[config.mk]
export PLATFORM = sky130hd
export DESIGN_NAME = data_memory
export DESIGN_NICKNAME = d
export VERILOG_FILES = /design/src/hw/mem_pkg.sv /design/src/hw/bank_ram.sv /design/src/hw/store_lane_router.sv /design/src/hw/load_lane_router.sv /design/src/hw/data_memory.sv
export SDC_FILE = /design/constraint.sdc
export NUM_CORES = 1
export LEC_CHECK = 0
export BUFFER_PORTS_ARGS = -buffer_cell sky130_fd_sc_hd__buf_2
export CAP_MARGIN = 20
export CORE_ASPECT_RATIO = 1.1
export CORE_MARGIN = 1
export CORE_UTILIZATION = 55
export DETAILED_ROUTE_END_ITERATION = 8
export PLACE_DENSITY = 0.71
export SLEW_MARGIN = 20
export SYNTH_ARGS = -nofsm -noshare
export SYNTH_HDL_FRONTEND = slang
export SYNTH_SLANG_ARGS = --single-unit
[constraint.sdc]
create_clock -name clk -period 3.3 [get_ports clk]
set_clock_uncertainty 0.05 [all_clocks]
set_input_delay 0.165 -clock clk [delete_from_list [all_inputs] [get_ports clk]]
set_output_delay 0.165 -clock clk [all_outputs]
set_load 0.05 [all_outputs]
[src/hw/mem_pkg.sv]
/*
 * Data memory package
 * Widths, address types, access-size encoding and the lane and row helpers
 * shared by the store and load routers
 */
package mem_pkg;

    localparam int ADDR_W      = 5;
    localparam int BANK_COUNT  = 4;
    localparam int LANE_W      = 8;
    localparam int DATA_W      = 32;
    localparam int OFFSET_W    = $clog2(BANK_COUNT);
    localparam int BANK_ADDR_W = ADDR_W - OFFSET_W;

    typedef logic [ADDR_W-1:0]      byte_addr_t;
    typedef logic [BANK_ADDR_W-1:0] bank_addr_t;
    typedef logic [LANE_W-1:0]      lane_t;
    typedef logic [DATA_W-1:0]      data_t;

    typedef enum logic [1:0] {
        SIZE_NONE = 2'b00,
        SIZE_BYTE = 2'b01,
        SIZE_HALF = 2'b10,
        SIZE_WORD = 2'b11
    } access_size_e;

    // Bytes moved by one access, zero for SIZE_NONE
    function automatic logic [OFFSET_W:0] size_bytes(access_size_e size);
        case (size)
            SIZE_BYTE: return 3'd1;
            SIZE_HALF: return 3'd2;
            SIZE_WORD: return 3'd4;
            default:   return 3'd0;
        endcase
    endfunction

    // Which byte of the access falls into a given bank
    function automatic logic [OFFSET_W-1:0] lane_index(byte_addr_t addr,
                                                       logic [OFFSET_W-1:0] bank);
        return bank - addr[OFFSET_W-1:0];
    endfunction

    // Banks below the offset hold the bytes that spill into the next row
    function automatic bank_addr_t bank_row(byte_addr_t addr, logic [OFFSET_W-1:0] bank);
        return addr[ADDR_W-1:OFFSET_W] + bank_addr_t'(bank < addr[OFFSET_W-1:0]);
    endfunction

endpackage

[src/hw/bank_ram.sv]
/*
 * Byte-wide memory bank
 * Synchronous write, registered read with read-before-write on the same edge
 */
module bank_ram (
    input  logic                clk,
    input  logic                i_rst_n,
    input  logic                i_we,
    input  mem_pkg::bank_addr_t i_waddr,
    input  mem_pkg::lane_t      i_wdata,
    input  logic                i_re,
    input  mem_pkg::bank_addr_t i_raddr,
    output mem_pkg::lane_t      o_rdata
);

    import mem_pkg::*;

    lane_t mem [2**BANK_ADDR_W];

    always_ff @(posedge clk) begin
        if (i_we) begin
            mem[i_waddr] <= i_wdata;
        end
    end

    // Old contents are sampled when a write hits the same row
    always_ff @(posedge clk or negedge i_rst_n) begin
        if (!i_rst_n) begin
            o_rdata <= '0;
        end else if (i_re) begin
            o_rdata <= mem[i_raddr];
        end
    end

endmodule

[src/hw/store_lane_router.sv]
/*
 * Store lane router
 * Spreads one byte, half or word store over the four byte banks, with the
 * row stepping by one for banks that a misaligned store wraps into
 */
module store_lane_router (
    input  logic                                i_wen,
    input  mem_pkg::byte_addr_t                 i_waddr,
    input  mem_pkg::access_size_e               i_wsize,
    input  mem_pkg::data_t                      i_din,
    output logic [mem_pkg::BANK_COUNT-1:0]      o_bank_we,
    output mem_pkg::bank_addr_t                 o_bank_waddr [mem_pkg::BANK_COUNT],
    output mem_pkg::lane_t                      o_bank_wdata [mem_pkg::BANK_COUNT]
);

    import mem_pkg::*;

    logic [OFFSET_W:0] num_bytes;

    // Zero for SIZE_NONE, which keeps every enable low
    assign num_bytes = size_bytes(i_wsize);

    genvar b;
    generate
        for (b = 0; b < BANK_COUNT; b++) begin : g_lane
            logic [OFFSET_W-1:0] lane_idx;

            assign lane_idx = lane_index(i_waddr, OFFSET_W'(b));

            assign o_bank_we[b]    = i_wen && (lane_idx < num_bytes);
            assign o_bank_waddr[b] = bank_row(i_waddr, OFFSET_W'(b));
            assign o_bank_wdata[b] = i_din[lane_idx*LANE_W +: LANE_W];
        end
    endgenerate

endmodule

[src/hw/load_lane_router.sv]
/*
 * Load lane router
 * Issues reads to the banks a load touches, then rotates the bank bytes
 * into result order and zero-extends past the access size
 */
module load_lane_router (
    input  logic                                clk,
    input  logic                                i_rst_n,
    input  logic                                i_ren,
    input  mem_pkg::byte_addr_t                 i_raddr,
    input  mem_pkg::access_size_e               i_rsize,
    input  mem_pkg::lane_t                      i_bank_rdata [mem_pkg::BANK_COUNT],
    output logic [mem_pkg::BANK_COUNT-1:0]      o_bank_re,
    output mem_pkg::bank_addr_t                 o_bank_raddr [mem_pkg::BANK_COUNT],
    output mem_pkg::data_t                      o_dout
);

    import mem_pkg::*;

    logic [OFFSET_W:0]   num_bytes;
    logic                load_accept;
    logic [OFFSET_W-1:0] rd_offset;
    access_size_e        rd_size;
    logic [OFFSET_W:0]   rd_bytes;

    assign num_bytes   = size_bytes(i_rsize);
    assign load_accept = i_ren && (i_rsize != SIZE_NONE);

    genvar b;
    generate
        for (b = 0; b < BANK_COUNT; b++) begin : g_req
            logic [OFFSET_W-1:0] lane_idx;

            assign lane_idx        = lane_index(i_raddr, OFFSET_W'(b));
            assign o_bank_re[b]    = i_ren && (lane_idx < num_bytes);
            assign o_bank_raddr[b] = bank_row(i_raddr, OFFSET_W'(b));
        end
    endgenerate

    // Shape of the load now sitting in the bank read registers
    always_ff @(posedge clk or negedge i_rst_n) begin
        if (!i_rst_n) begin
            rd_offset <= '0;
            rd_size   <= SIZE_NONE;
        end else if (load_accept) begin
            rd_offset <= i_raddr[OFFSET_W-1:0];
            rd_size   <= i_rsize;
        end
    end

    assign rd_bytes = size_bytes(rd_size);

    /*
     * Bank outputs are already the pipeline register, so the result is
     * assembled here and stays stable until the next accepted load
     */
    genvar k;
    generate
        for (k = 0; k < BANK_COUNT; k++) begin : g_byte
            logic [OFFSET_W-1:0] src_bank;

            assign src_bank = rd_offset + OFFSET_W'(k);
            assign o_dout[k*LANE_W +: LANE_W] = (k < rd_bytes) ? i_bank_rdata[src_bank] : '0;
        end
    endgenerate

endmodule

[src/hw/data_memory.sv]
/*
 * Byte-addressed data memory
 * Four byte banks behind a store router and a load router, one write and
 * one read port, load data one cycle after the read strobe
 */
module data_memory (
    input  logic                    clk,
    input  logic                    i_rst_n,
    input  logic                    i_wen,
    input  mem_pkg::byte_addr_t     i_waddr,
    input  mem_pkg::access_size_e   i_wsize,
    input  mem_pkg::data_t          i_din,
    input  logic                    i_ren,
    input  mem_pkg::byte_addr_t     i_raddr,
    input  mem_pkg::access_size_e   i_rsize,
    output mem_pkg::data_t          o_dout
);

    import mem_pkg::*;

    logic [BANK_COUNT-1:0] bank_we;
    bank_addr_t            bank_waddr [BANK_COUNT];
    lane_t                 bank_wdata [BANK_COUNT];

    logic [BANK_COUNT-1:0] bank_re;
    bank_addr_t            bank_raddr [BANK_COUNT];
    lane_t                 bank_rdata [BANK_COUNT];

    store_lane_router u_store_router (
        .i_wen        (i_wen),
        .i_waddr      (i_waddr),
        .i_wsize      (i_wsize),
        .i_din        (i_din),
        .o_bank_we    (bank_we),
        .o_bank_waddr (bank_waddr),
        .o_bank_wdata (bank_wdata)
    );

    load_lane_router u_load_router (
        .clk          (clk),
        .i_rst_n      (i_rst_n),
        .i_ren        (i_ren),
        .i_raddr      (i_raddr),
        .i_rsize      (i_rsize),
        .i_bank_rdata (bank_rdata),
        .o_bank_re    (bank_re),
        .o_bank_raddr (bank_raddr),
        .o_dout       (o_dout)
    );

    // Bank n holds every byte whose address is n mod 4
    genvar b;
    generate
        for (b = 0; b < BANK_COUNT; b++) begin : g_bank
            bank_ram u_bank (
                .clk     (clk),
                .i_rst_n (i_rst_n),
                .i_we    (bank_we[b]),
                .i_waddr (bank_waddr[b]),
                .i_wdata (bank_wdata[b]),
                .i_re    (bank_re[b]),
                .i_raddr (bank_raddr[b]),
                .o_rdata (bank_rdata[b])
            );
        end
    endgenerate

endmodule

* Yosys cells after proc, flatten, opt, wreduce, memory -nomap -nowiden *
Memory sizes are Yosys's and may differ from the RTL's. A register that Yosys moved wholly into a read port is not among the register bits.
Index checks and enable logic that the tools add are counted.

cells by class
  add/subtract/negate cells = 19
  multiplexer cells = 27
  $lt $le $gt $ge = 24
  equal/unequal tests = 9
  shift operators = 4
  reduce and logical (&&, ||, !) cells = 14
  bitwise gates (word level) = 4

operators by type and width
  cell                                                                          number
  32-bit by 6-bit variable part select with 8-bit output                        4
  8-bit 2-to-1 mux                                                              12
  8-bit binary-select mux with 2-bit select                                     4
  3-bit one-hot mux with 3 select lines                                         3
  3-bit by 1-bit adder with 3-bit output                                        8
  2-bit by 3-bit less-than comparator with 1-bit output                         8
  2-bit equality test (second input constant)                                   6
  3-bit >= comparator (second input constant)                                   4
  2-bit NOT with 3-bit output                                                   4
  1-bit logical AND                                                             9
  1-bit by 2-bit less-than comparator with 1-bit output (first input constant)  4
  2-bit less-than comparator (first input constant)                             4
  1-bit 2-to-1 mux                                                              8
  1-bit by 2-bit subtractor with 2-bit output (first input constant)            4
  2-bit subtractor (first input constant)                                       4
  2-bit by 1-bit equality test with 1-bit output (second input constant)        3
  1-bit by 3-bit less-than comparator with 1-bit output (first input constant)  2
  2-bit by 3-bit less-than comparator with 1-bit output (first input constant)  2
  2-bit adder (second input constant)                                           2
  1-bit zero test                                                               4
  2-bit by 1-bit adder with 2-bit output (second input constant)                1
  2-bit nonzero test                                                            1

storage, ports and cells
  logic and storage cells = 107
  memories kept = 4
  register bits after elaboration = 4
  output and inout port bits = 32
  RAM bits = 256
  input port bits = 50

memories
  memory                depth  width  rd ports  clocked after Yosys merged registers in  wr ports  line            text
  g_bank[0].u_bank.mem  8      8      1         1                                        1         bank_ram.sv:18  lane_t mem [2**BANK_ADDR_W];
  g_bank[1].u_bank.mem  8      8      1         1                                        1         bank_ram.sv:18
  g_bank[2].u_bank.mem  8      8      1         1                                        1         bank_ram.sv:18
  g_bank[3].u_bank.mem  8      8      1         1                                        1         bank_ram.sv:18

* Logic depth before layout (Yosys ltp) *
Gate-level depths: netlist of the first run.

  word-level depth = 6
  mapped depth = 11
  gate-level depth less buffers = 9

* Modules after synthesis *
From an unflattened synthesis of the first run, not the netlist that was laid out.

unflattened totals
  cell total of the unflattened synthesis = 897
  area, all modules = 13850.8 um^2

modules (own cells, without submodules)
  module             instances  cells an instance  area each (um^2)  sequential area each (um^2)
  bank_ram           4          169                2861.5            2122.0
  load_lane_router   1          147                1308.8            100.1
  store_lane_router  1          74                 1096.1            0.0

* Least setup slack after synthesis of the first run *
OpenSTA, ideal clock, no wires.

  path kind = input -> register
  from = input port i_waddr[1]
  to = memory g_bank[2].u_bank.mem[2][0] (netlist name), enable pin
  setup time = 0.383 ns
  buffers on the path = 4
  cell stages on the path = 11
  setup slack = -0.414 ns
  arrival time = 3.280 ns
  required time = 2.867 ns
  path through = clkbuf_1 clkbuf_1 inv_1 ha_1 clkbuf_1 clkbuf_1 inv_1 ha_1 a21oi_1 o211ai_1 nor3_1

on the way
  longest elaborated chain between the ends = 5
  elaborated cells on any way between the ends = 7
  classes of those cells = 2 x add/sub; 2 x order compare; 2 x mux; 1 x reduce/logical

RTL lines
  what                                                   line                     text
  start, declared                                        data_memory.sv:10        input mem_pkg::byte_addr_t i_waddr,
  2-bit subtractor                                       mem_pkg.sv:40            return bank - addr[OFFSET_W-1:0];
  2-bit by 3-bit less-than comparator with 1-bit output  store_lane_router.sv:30  assign o_bank_we[b] = i_wen && (lane_idx < num_bytes);
  1-bit logical AND                                      store_lane_router.sv:30
  1-bit 2-to-1 mux                                       bank_ram.sv:21           if (i_we) begin
  1-bit 2-to-1 mux (not written as such)                 bank_ram.sv:22           mem[i_waddr] <= i_wdata;
  end, declared                                          bank_ram.sv:18

Several ways; a longest one is shown, not always the timed one.

* Worst setup path after layout of the first run *
  from = input port i_raddr[0]
  to = register g_bank[2].u_bank.o_rdata[1], read port of g_bank[2].u_bank.mem

on the way
  longest elaborated chain between the ends = 3
  elaborated cells on any way between the ends = 5
  classes of those cells = 2 x add/sub; 2 x order compare; 1 x reduce/logical

RTL lines
  what                                                   line                    text
  start, declared                                        data_memory.sv:14       input mem_pkg::byte_addr_t i_raddr,
  2-bit subtractor                                       mem_pkg.sv:40
  2-bit by 3-bit less-than comparator with 1-bit output  load_lane_router.sv:35  assign o_bank_re[b] = i_ren && (lane_idx < num_bytes);
  1-bit logical AND                                      load_lane_router.sv:35
  end, declared                                          bank_ram.sv:13          output mem_pkg::lane_t o_rdata

Several ways; a longest one is shown, not always the timed one.
A chain may end at the register's enable or synchronous reset.

==> results of run 1 <==
-- layout by cell type (no fill, tap or decap), types with 4 or more instances in the layout --
master         instances
buf_2                 81
bufinv_16              4
nor4_1                18
o22ai_1                8
dlygate4sd3_1          8
mux2_2                20
a31o_1                 8
clkbuf_1               8
buf_4                 37
dfrtp_1               36
and3_1                48
and2_1                12
a22oi_1               16
xor2_1                 6
ha_1                  22
a221oi_1               8
nor2_1                19
xnor2_1                4
nand2_1               18
mux2i_1               80
nor3_1                 9
nor2b_1               45
inv_1                 10
o211ai_1               4
a21oi_1                4
mux2_1                20
edfxtp_1             256
mux4_2                64
clkbuf_16             29
a2111oi_0             32
a21boi_0               8
o21ai_0                5
nand2b_1               6
clkbuf_8               8
-- sequential cells by signal, indices dropped and copies added (netlist names) --
name	flops
g_bank.u_bank.mem	256
u_load_router.rd_size	2
u_load_router.rd_offset	2
g_bank.u_bank.o_rdata	32
-- cell type report --
class                      count  area, um^2  share of cell area
antenna                        1        2.50            0.000159
clock buffer                  45         866              0.0549
clock inverter                 8         136             0.00864
inverter                      10        37.5             0.00238
multi-input combinational    504        4960               0.314
sequential                   292        8590               0.544
tap                          310         388              0.0246
timing repair buffer         128         803              0.0509
-- power by group --
group	switching (uW)	internal [uW]
clock network	1320	2100
registers	240	4330
logic	1110	761
total	2670	7190
-- path summary, 6_finish.rpt --
check,end,start,slack (ps)
min in group asynchronous,g_bank[2].u_bank.o_rdata[5],i_rst_n,280
worst max-delay path,g_bank[2].u_bank.o_rdata[1],i_raddr[0],500
worst min register to register,u_load_router.rd_offset[0],u_load_router.rd_offset[0],430
max in group asynchronous,u_load_router.rd_offset[0],i_rst_n,2320
worst max register to register,g_bank[2].u_bank.o_rdata[4],g_bank[2].u_bank.mem[4][4],1730
worst min-delay path,u_load_router.rd_size[1],i_ren,70
-- layer usage --
layer  vias to the layer above  global-route usage  routed length [um]
met5                         -                   0                   0
met4                         0              0.0624                 552
met2                       300               0.421               15600
met3                        41              0.0319                1780
met1                      4141               0.344               13200
li1                       3687                   -                   -
-- timing repair --
action                    CTS  global route
hold endpoints to repair   40             0
setup buffers               0             0
hold buffers                8             0
-- kinds of logic after synthesis --
family / Yosys count
and+or+nand+nor: 186
DFF: 292
adders and majority gates: 22
xor gates and xnor gates: 12
AOI/OAI and AO/OA: 100
buffers and inverters: 64
muxes: 184
-- critical path, stage by stage --
cell	delay [ps]
dlygate4sd3_1	550
buf_2	150
ha_1	230
ha_1	190
ha_1	230
xor2_1	880
a2111oi_0	230
nor4_1	370
mux2_2	230
-- through the flow --
step	hold slack, ps	power (uW)
finish	65.3	9860
CTS	31.4	9900
global placement	309	6480
global route	105	10200
detailed placement	309	6520
floorplan	-181	5940
==> out/results.ini, run 1 <==
[cells_and_area]
fin_area_um2 = 15800
final_cells = 1298
area_growth_syn_to_layout_pct = 14.3
drive_gt1_frac = 0.258
fillers = 1749
final_core_utilization = 0.643
final_net_count = 1037

[grt]
grt_first_pass_wirelength_um = 47800
gr-total-overflow = 0
antenna_found_initial = 0
grt_max_degree = 49
grt_pass1_vias = 7901
grt_util_all_layers = 0.249

[synth]
synthAdderAreaFrac = 0.0199
synth_area_um2 = 13800
synth_top_area_share = 0.557
synth_top_family_by_area = multiplexers
synthXorXnorAreaFrac = 0.00870
synth-seq-cells = 292
syn_avg_cell_area_um2 = 16.0
yosys-top-cells-area = edfxtp_1 (56%), mux4_2 (10%), dfrtp_1 (6.5%), mux2i_1 (5.8%), and3_1 (2.2%)
synthTopCellsByCount = edfxtp_1 (256), mux2i_1 (80), mux4_2 (64), and3_1 (48), nor2b_1 (45)
ys_seq_area_frac = 0.622
synth_largest_area_cell = edfxtp_1
synthCells = 860
synth-edff-count = 256
synthesis.nets = 932
synth_compound_area_frac = 0.0562
synth-async-reset-ratio = 0.123
yosysWarnings = 0
yosys.area_share.simple = 0.0763
synth.area.mux_share = 0.195
yosysUniqueCellTypes = 40
synth_ff_type = edfxtp_1
yosysMostFrequentCell = edfxtp_1

[worst_setup_path]
path_class = input pin to register
startpoint_type = input pin
crit_arrival_ps = 3230
critPathCaptureType = register
critical_path.max_fanout = 16
worstPathRequired_ps = 3720
reg2reg_depth = 4

[placement]
hpwlAfterDp_um = 21500
dp.cells = 1236
portBuffers = 81
place_ws_ps = 604
gp_congestion = 0.789
dpl-instance-area_um2 = 14700

[timing]
rsz0062_at_grt = false
tns_ps = 0
relSlewSlack = 0.256
fin_crit_sh = 0.850
final-max-slew-violation-count = 0
layout_min_cycle_time_ps = 2800
finalSetupViolCount = 0
setup_slack_ps = 497
worst_pin_slew_ps = 1110
max_freq_mhz = 357
hold_viol = 0

[clocking]
cts_htree_levels = 1
numCtsBuffers = 29
cts_tree = yes
cts_buffer_depth = 3
cts_num_sinks = 292
root_buffer = clkbuf_16
clock_latency_ps = 540
path_clk_slew_ps = 60
post_cts_resized = 0

[route]
drt_first_pass_iters = 5
viasPerCell = 6.29
drtAntennaViolNets = 0
first_iter_violations = 723
wl_um = 31100
vias = 8169
drcViolationCount = 0
post_drt_wl_per_cell_um = 24.0

[die]
die_x_um = 153
rows = 60
die_h_um = 168
coreArea_um2 = 24500
start_util = 0.562
io_pins = 82
die-area_um2 = 25700

[hold_path]
hold_path.class = input pin to register
hold_depth = 4

[power_and_ir_drop]
total_leakage_power_uw = 0.00578
power_density_nw_per_um2 = 625
vdd_ir_drop_max_mv = 0.404

[job]
maxCapViolations = 0

[run_status]
status = completed

No activity file was read; power rests on OpenSTA's default activity.
==> inputs of run 2 (changes only) <==
ABC_AREA = 1   (was unset)
clock period = 2.92 ns   (was 3.3 ns; I/O delays follow)
==> run 2 against run 1 <==
Effect of this change:
- die area increased by 2.2%
- critical path depth decreased by 4
- non-clock buffer count unchanged
- setup slack got worse by 200 ps
- count of clock-buffer cells in the layout increased by 2
- routed wire length increased by 6.5%
- synthesized cell count increased by 75%
- first-iteration DRC count increased by 35%
- clock power increased by 9.1%
- sequential power increased by 9.6%
- sequential share of layout area decreased by 0.69 points
- cell count increased by 52%
- critical path type is now register to primary output
==> out/results.ini, run 2 <==
[power_and_ir_drop]
clock_power_share = 0.344
power_frac_seq = 0.462
intPower_uw = 7710
vdd_ir_drop_max_mv = 0.489
switching_share = 0.289
pwr-share-comb = 0.195
total_leakage_power_uw = 0.00682
p_sw_uw = 3140
power_density_nw_per_um2 = 679

[route]
post_drt_wl_per_cell_um = 16.8
drt_first_pass_iters = 5
drtAntennaViolNets = 0
vias = 10500
drcViolationCount = 0
first_iter_violations = 978
wl_um = 33200
viasPerCell = 5.31

[synth]
ys_seq_area_frac = 0.609
syn_avg_cell_area_um2 = 9.35
yosys-top-cells-area = edfxtp_1 (55%), nand2_1 (14%), dfrtp_1 (6.4%), nand3_1 (5.7%), nor2_1 (3.4%)
synthesis.nets = 1580
synthTopCellsByCount = nand2_1 (531), edfxtp_1 (256), nand3_1 (162), nor2_1 (126), inv_1 (119)
synth-async-reset-ratio = 0.123
synth_top_area_share = 0.545
synth-seq-cells = 292
yosysWarnings = 0
synth_ff_type = edfxtp_1
synthCells = 1508
synth_largest_area_cell = edfxtp_1
synth_area_um2 = 14100
synth-edff-count = 256
yosysMostFrequentCell = nand2_1
yosysUniqueCellTypes = 27

[timing]
finalSetupViolCount = 0
rsz0062_at_grt = false
worst_pin_slew_ps = 1080
relSlewSlack = 0.274
tns_ps = 0
max_freq_mhz = 382
hold_viol = 0
layout_min_cycle_time_ps = 2620
fin_crit_sh = 0.897
final-max-slew-violation-count = 0

[placement]
dpl-instance-area_um2 = 14900
portBuffers = 81
gp_congestion = 0.920
hpwlAfterDp_um = 23700

[run_status]
status = completed

[grt]
gr-total-overflow = 0
grt_pass1_vias = 9875
grt_first_pass_wirelength_um = 52000
antenna_found_initial = 2
grt_util_all_layers = 0.259
grt_max_degree = 37

[cells_and_area]
regArea_um2 = 8590
reg_top3 = g_bank.u_bank.mem: 256 flops, g_bank.u_bank.o_rdata: 32 flops
mostFrequentLayoutCell = nand2_1
fin_area_um2 = 16000
multi_input_area_um2 = 4720
final_net_count = 1674
drive_gt1_frac = 0.118
largest_reg_flops = 256
fillers = 1997
top_register = g_bank.u_bank.mem
area_growth_syn_to_layout_pct = 13.3
final_cell_mix = nand2_1 (531), edfxtp_1 (256), nand3_1 (162)

[die]
die_x_um = 155
rows = 61
start_util = 0.558
die_h_um = 170
io_pins = 82
die-area_um2 = 26300
coreArea_um2 = 25300

[worst_setup_path]
worstPathRequired_ps = 2720
critPathCaptureType = primary output
crit_arrival_ps = 2420
reg2reg_depth = 2
critical_path.max_fanout = 33
path_class = register to primary output
startpoint_type = register

[job]
maxCapViolations = 0

[clocking]
root_buffer = clkbuf_16
numCtsBuffers = 28
cts_tree = yes
cts_htree_levels = 1
post_cts_resized = 0
path_clk_slew_ps = 60
cts_num_sinks = 292
post_cts_buffers = 0
cts_buffer_depth = 3
clock_latency_ps = 550

[hold_path]
hold_path.class = input pin to register
hold_depth = 4

-- run 2: cell types whose count changed in the layout (fill, tap and decap cells not counted), moves of 48 or more --
cell     before  now
nand2_1      18  531
nand3_1       1  162
inv_1        10  119
nor2_1       19  126
mux4_2       64    0
o21ai_0       5   64
mux2i_1      80   24
and3_1       48    0
-- run 2: metrics by stage --
step	hold slack, ps	cells	setup WS [ps]	utilization	power, uW
after global placement	226	1911	449	0.591	7130
after global routing	128	1972	105	0.633	11300
after detailed placement	246	1911	360	0.591	7170
after CTS	72.0	1970	289	0.632	10900
after floorplan	-200	1508	221	-	6520
final	98.9	1972	300	0.633	10900
-- run 2: critical path, stage by stage, from the launching register on --
cell and delay (ps):
dfrtp_1 650, inv_2 340, o21ai_1 390, nand2_1 100, a21oi_1 120, buf_2 290
-- run 2: final timing paths --
path	end	slack (ps)	from
setup / recovery	o_dout[25]	300	u_load_router.rd_offset[0]
hold / removal	u_load_router.rd_offset[1]	100	i_rsize[1]
setup reg to reg	u_load_router.rd_offset[1]	1170	u_load_router.rd_offset[1]
hold reg to reg	g_bank[1].u_bank.o_rdata[5]	440	g_bank[1].u_bank.o_rdata[5]
max in group asynchronous	g_bank[2].u_bank.o_rdata[0]	2080	i_rst_n
min in group asynchronous	g_bank[0].u_bank.o_rdata[6]	200	i_rst_n
-- run 2: repair_timing --
item	CTS	global route
hold endpoints to repair	40	0
setup endpoints to repair	0	0
hold buffers	7	0
-- run 2: power by group through the flow --
| stage | clock network [uW] | logic [uW] | registers, uW |
|---|---|---|---|
| finish | 3730 | 2110 | 5010 |
| global route | 3930 | 2320 | 5040 |
| CTS | 3780 | 2100 | 5010 |
| detailed placement | 0 | 2080 | 5100 |
| global placement | 0 | 2050 | 5090 |
| floorplan | 0 | 1480 | 5030 |
-- run 2: area by class of cell --
| type | instances | share of cell area |
|---|---|---|
| sequential | 292 | 0.537 |
| multi-input combinational | 1022 | 0.296 |
| clock buffer | 47 | 0.0540 |
| timing repair buffer | 128 | 0.0485 |
| inverter | 130 | 0.0305 |
| tap | 346 | 0.0271 |
| clock inverter | 5 | 0.00650 |
| antenna | 2 | 0.000313 |
-- run 2: kinds of logic after synthesis --
family / after synthesis / share of synthesized area
AOI/OAI and AO/OA: 132 / 0.0499
DFF: 292 / 0.609
xor gates and xnor gates: 8 / 0.00869
muxes: 24 / 0.0170
adders and majority gates: 22 / 0.0195
and+or+nand+nor: 836 / 0.240
buffers and inverters: 194 / 0.0561
-- run 2: layer usage --
layer | global-route usage | up-vias | wire [um]
met4 | 0.0921 | 0 | 1090
met2 | 0.437 | 352 | 15700
li1 | - | 5155 | -
met1 | 0.349 | 4899 | 14400
met5 | 0 | - | 0
met3 | 0.0285 | 66 | 1940
==> inputs of run 3 (changes only) <==
clock period = 3.3 ns   (was 2.92 ns; I/O delays follow)
==> run 3 against run 2 <==
Effect of this change:
- critical path depth rose by 1
- core utilization fell by 0.17 points
- non-clock buffer count rose by 7
- clock power fell by 18%
- register-to-register slack improved by 390 ps
- first-iteration DRC count rose by 11%
- global-route usage rose by 0.86 points
- sequential share of layout area rose by 0.15 points
- die area did not move
- sequential power fell by 12%
- count of clock-buffer cells in the layout fell by 10
- design area fell by 0.27%
- critical path type unchanged
- largest power group unchanged
==> out/results.ini, run 3 (same netlist as run 2, synthesis figures left out) <==
[run_status]
status = completed

[route]
vias = 10700
drcViolationCount = 0
drtAntennaViolNets = 0
wl_um = 34300
first_iter_violations = 1088
viasPerCell = 5.41
drt_first_pass_iters = 7
post_drt_wl_per_cell_um = 17.3

[power_and_ir_drop]
p_sw_uw = 2820
power_uw = 9410
pwr-share-comb = 0.203
intPower_uw = 6590
vdd_ir_drop_max_mv = 0.396
switching_share = 0.300
clock_power_share = 0.326
power_frac_seq = 0.471
total_leakage_power_uw = 0.00681
power_density_nw_per_um2 = 590

[clocking]
clock_latency_ps = 550
cts_num_sinks = 292
cts_tree = yes
cts_buffer_depth = 3
post_cts_buffers = 0
numCtsBuffers = 28
path_clk_slew_ps = 60
cts_htree_levels = 1
root_buffer = clkbuf_16

[cells_and_area]
area_growth_syn_to_layout_pct = 13.0
mostFrequentLayoutCell = nand2_1
antenna_cells = 0
final_cells = 1975
final_cell_mix = nand2_1 (531), edfxtp_1 (256), nand3_1 (162)
top_register = g_bank.u_bank.mem
final_core_utilization = 0.631
reg_top3 = g_bank.u_bank.mem: 256 flops, g_bank.u_bank.o_rdata: 32 flops
largest_reg_flops = 256
final_net_count = 1681
drive_gt1_frac = 0.120

[timing]
rsz0062_at_grt = false
relSlewSlack = 0.303
hold_viol = 0
final-max-slew-violation-count = 0
worst_pin_slew_ps = 1040
fin_crit_sh = 0.824
finalSetupViolCount = 0
layout_min_cycle_time_ps = 2720
max_freq_mhz = 368
tns_ps = 0
setup_slack_ps = 580

[placement]
portBuffers = 81
hpwlAfterDp_um = 24200
dp.cells = 1916
gp_congestion = 0.999
place_ws_ps = 480

[worst_setup_path]
r2r_end = u_load_router.rd_offset[1]
crit_path_max_incr_delay_ps = 640
rrSetupSlack_ps = 1560
crit_chain = buf_4 > xor2_4 > inv_2 > nand2_1 > a21oi_1 > buf_2
crit_arrival_ps = 2510
critPathLaunch = u_load_router.rd_offset[0]
startpoint_type = register
path_class = register to primary output
r2r-start = u_load_router.rd_offset[1]
reg2reg_depth = 2
worstPathRequired_ps = 3080
critical_path.max_fanout = 18
crit_path_end = o_dout[27]
critPathSlowestCell = dfrtp_1
critPathCaptureType = primary output

[die]
coreArea_um2 = 25300
die_x_um = 155
io_pins = 82
die-area_um2 = 26300
die_h_um = 170
start_util = 0.558
rows = 61

[job]
maxCapViolations = 0

[grt]
antenna_found_initial = 0
grt_util_all_layers = 0.267
grt_max_degree = 37
grt_pass1_vias = 9959
grt_first_pass_wirelength_um = 53500
gr-total-overflow = 0

[hold_path]
hold_path.class = input pin to register

run 3: cell types whose count changed in the layout (fill, tap and decap cells not counted), moves of 2 or more:
cell	delta
clkbuf_1	-4
buf_4	+5
o21ai_0	+6
clkinv_1	+4
clkinv_2	+5
o21ai_1	-6
diode_2	-2
clkbuf_8	-5
run 3: worst min-delay path by stage:
stage                     startpoint                          end  slack (ps)  cells past startpoint
final                      i_din[29]   g_bank[2].u_bank.mem[2][5]         120                      5
after global routing       i_din[29]   g_bank[3].u_bank.mem[6][5]         160                      5
after CTS                   i_din[1]   g_bank[2].u_bank.mem[3][1]         110                      5
after detailed placement     i_rst_n  g_bank[0].u_bank.o_rdata[0]         260                      1
after global placement       i_rst_n  g_bank[0].u_bank.o_rdata[0]         250                      1
after floorplan              i_rst_n  g_bank[0].u_bank.o_rdata[0]        -180                      0
run 3: what timing repair did:
item / in CTS / in global routing
hold buffers: 8 / 0
setup endpoints to repair: 0 / 0
resized for setup: 0 / 0
endpoints found under the hold margin: 40 / 0
run 3: metal layers:
metal  wire length, um  vias to the layer above  global-route usage
li1                  -                     5170                   -
met1             14500                     4940               0.363
met2             16300                      484               0.447
met3              2540                       83              0.0331
met4               971                        0              0.0895
met5                 0                        -                   0
run 3: stage by stage:
step	cell area (um^2)	hold slack, ps
2_1_floorplan	14100	-181
3_3_place_gp	15000	246
3_5_place_dp	15000	257
4_1_cts	15900	110
5_1_grt	15900	161
6_report	15900	124
run 3: power groups by stage:
stage               logic [uW]  registers [uW]  clock network (uW)
global route              2100            4450                3240
finish                    1910            4430                3070
detailed placement        1870            4510                   0
CTS                       1890            4430                3100
global placement          1850            4500                   0
floorplan                 1310            4450                   0
run 3: area by class of cell:
cell class	instances	area, um^2
clock inverters	13	121
inverters	130	488
clock buffers	37	754
fillers	2027	9330
repair buffers	135	828
flip-flops and latches	292	8590
multi-input cells	1022	4720
well taps	346	433
run 3: critical path, delay by kind of cell, from the launching register on:
| family | cells | cell delay [ps] |
|---|---|---|
| buffers and inverters | 3 | 770 |
| DFF | 1 | 640 |
| xor gates and xnor gates | 1 | 370 |
| and+or+nand+nor | 1 | 100 |
| AOI/OAI and AO/OA | 1 | 60 |
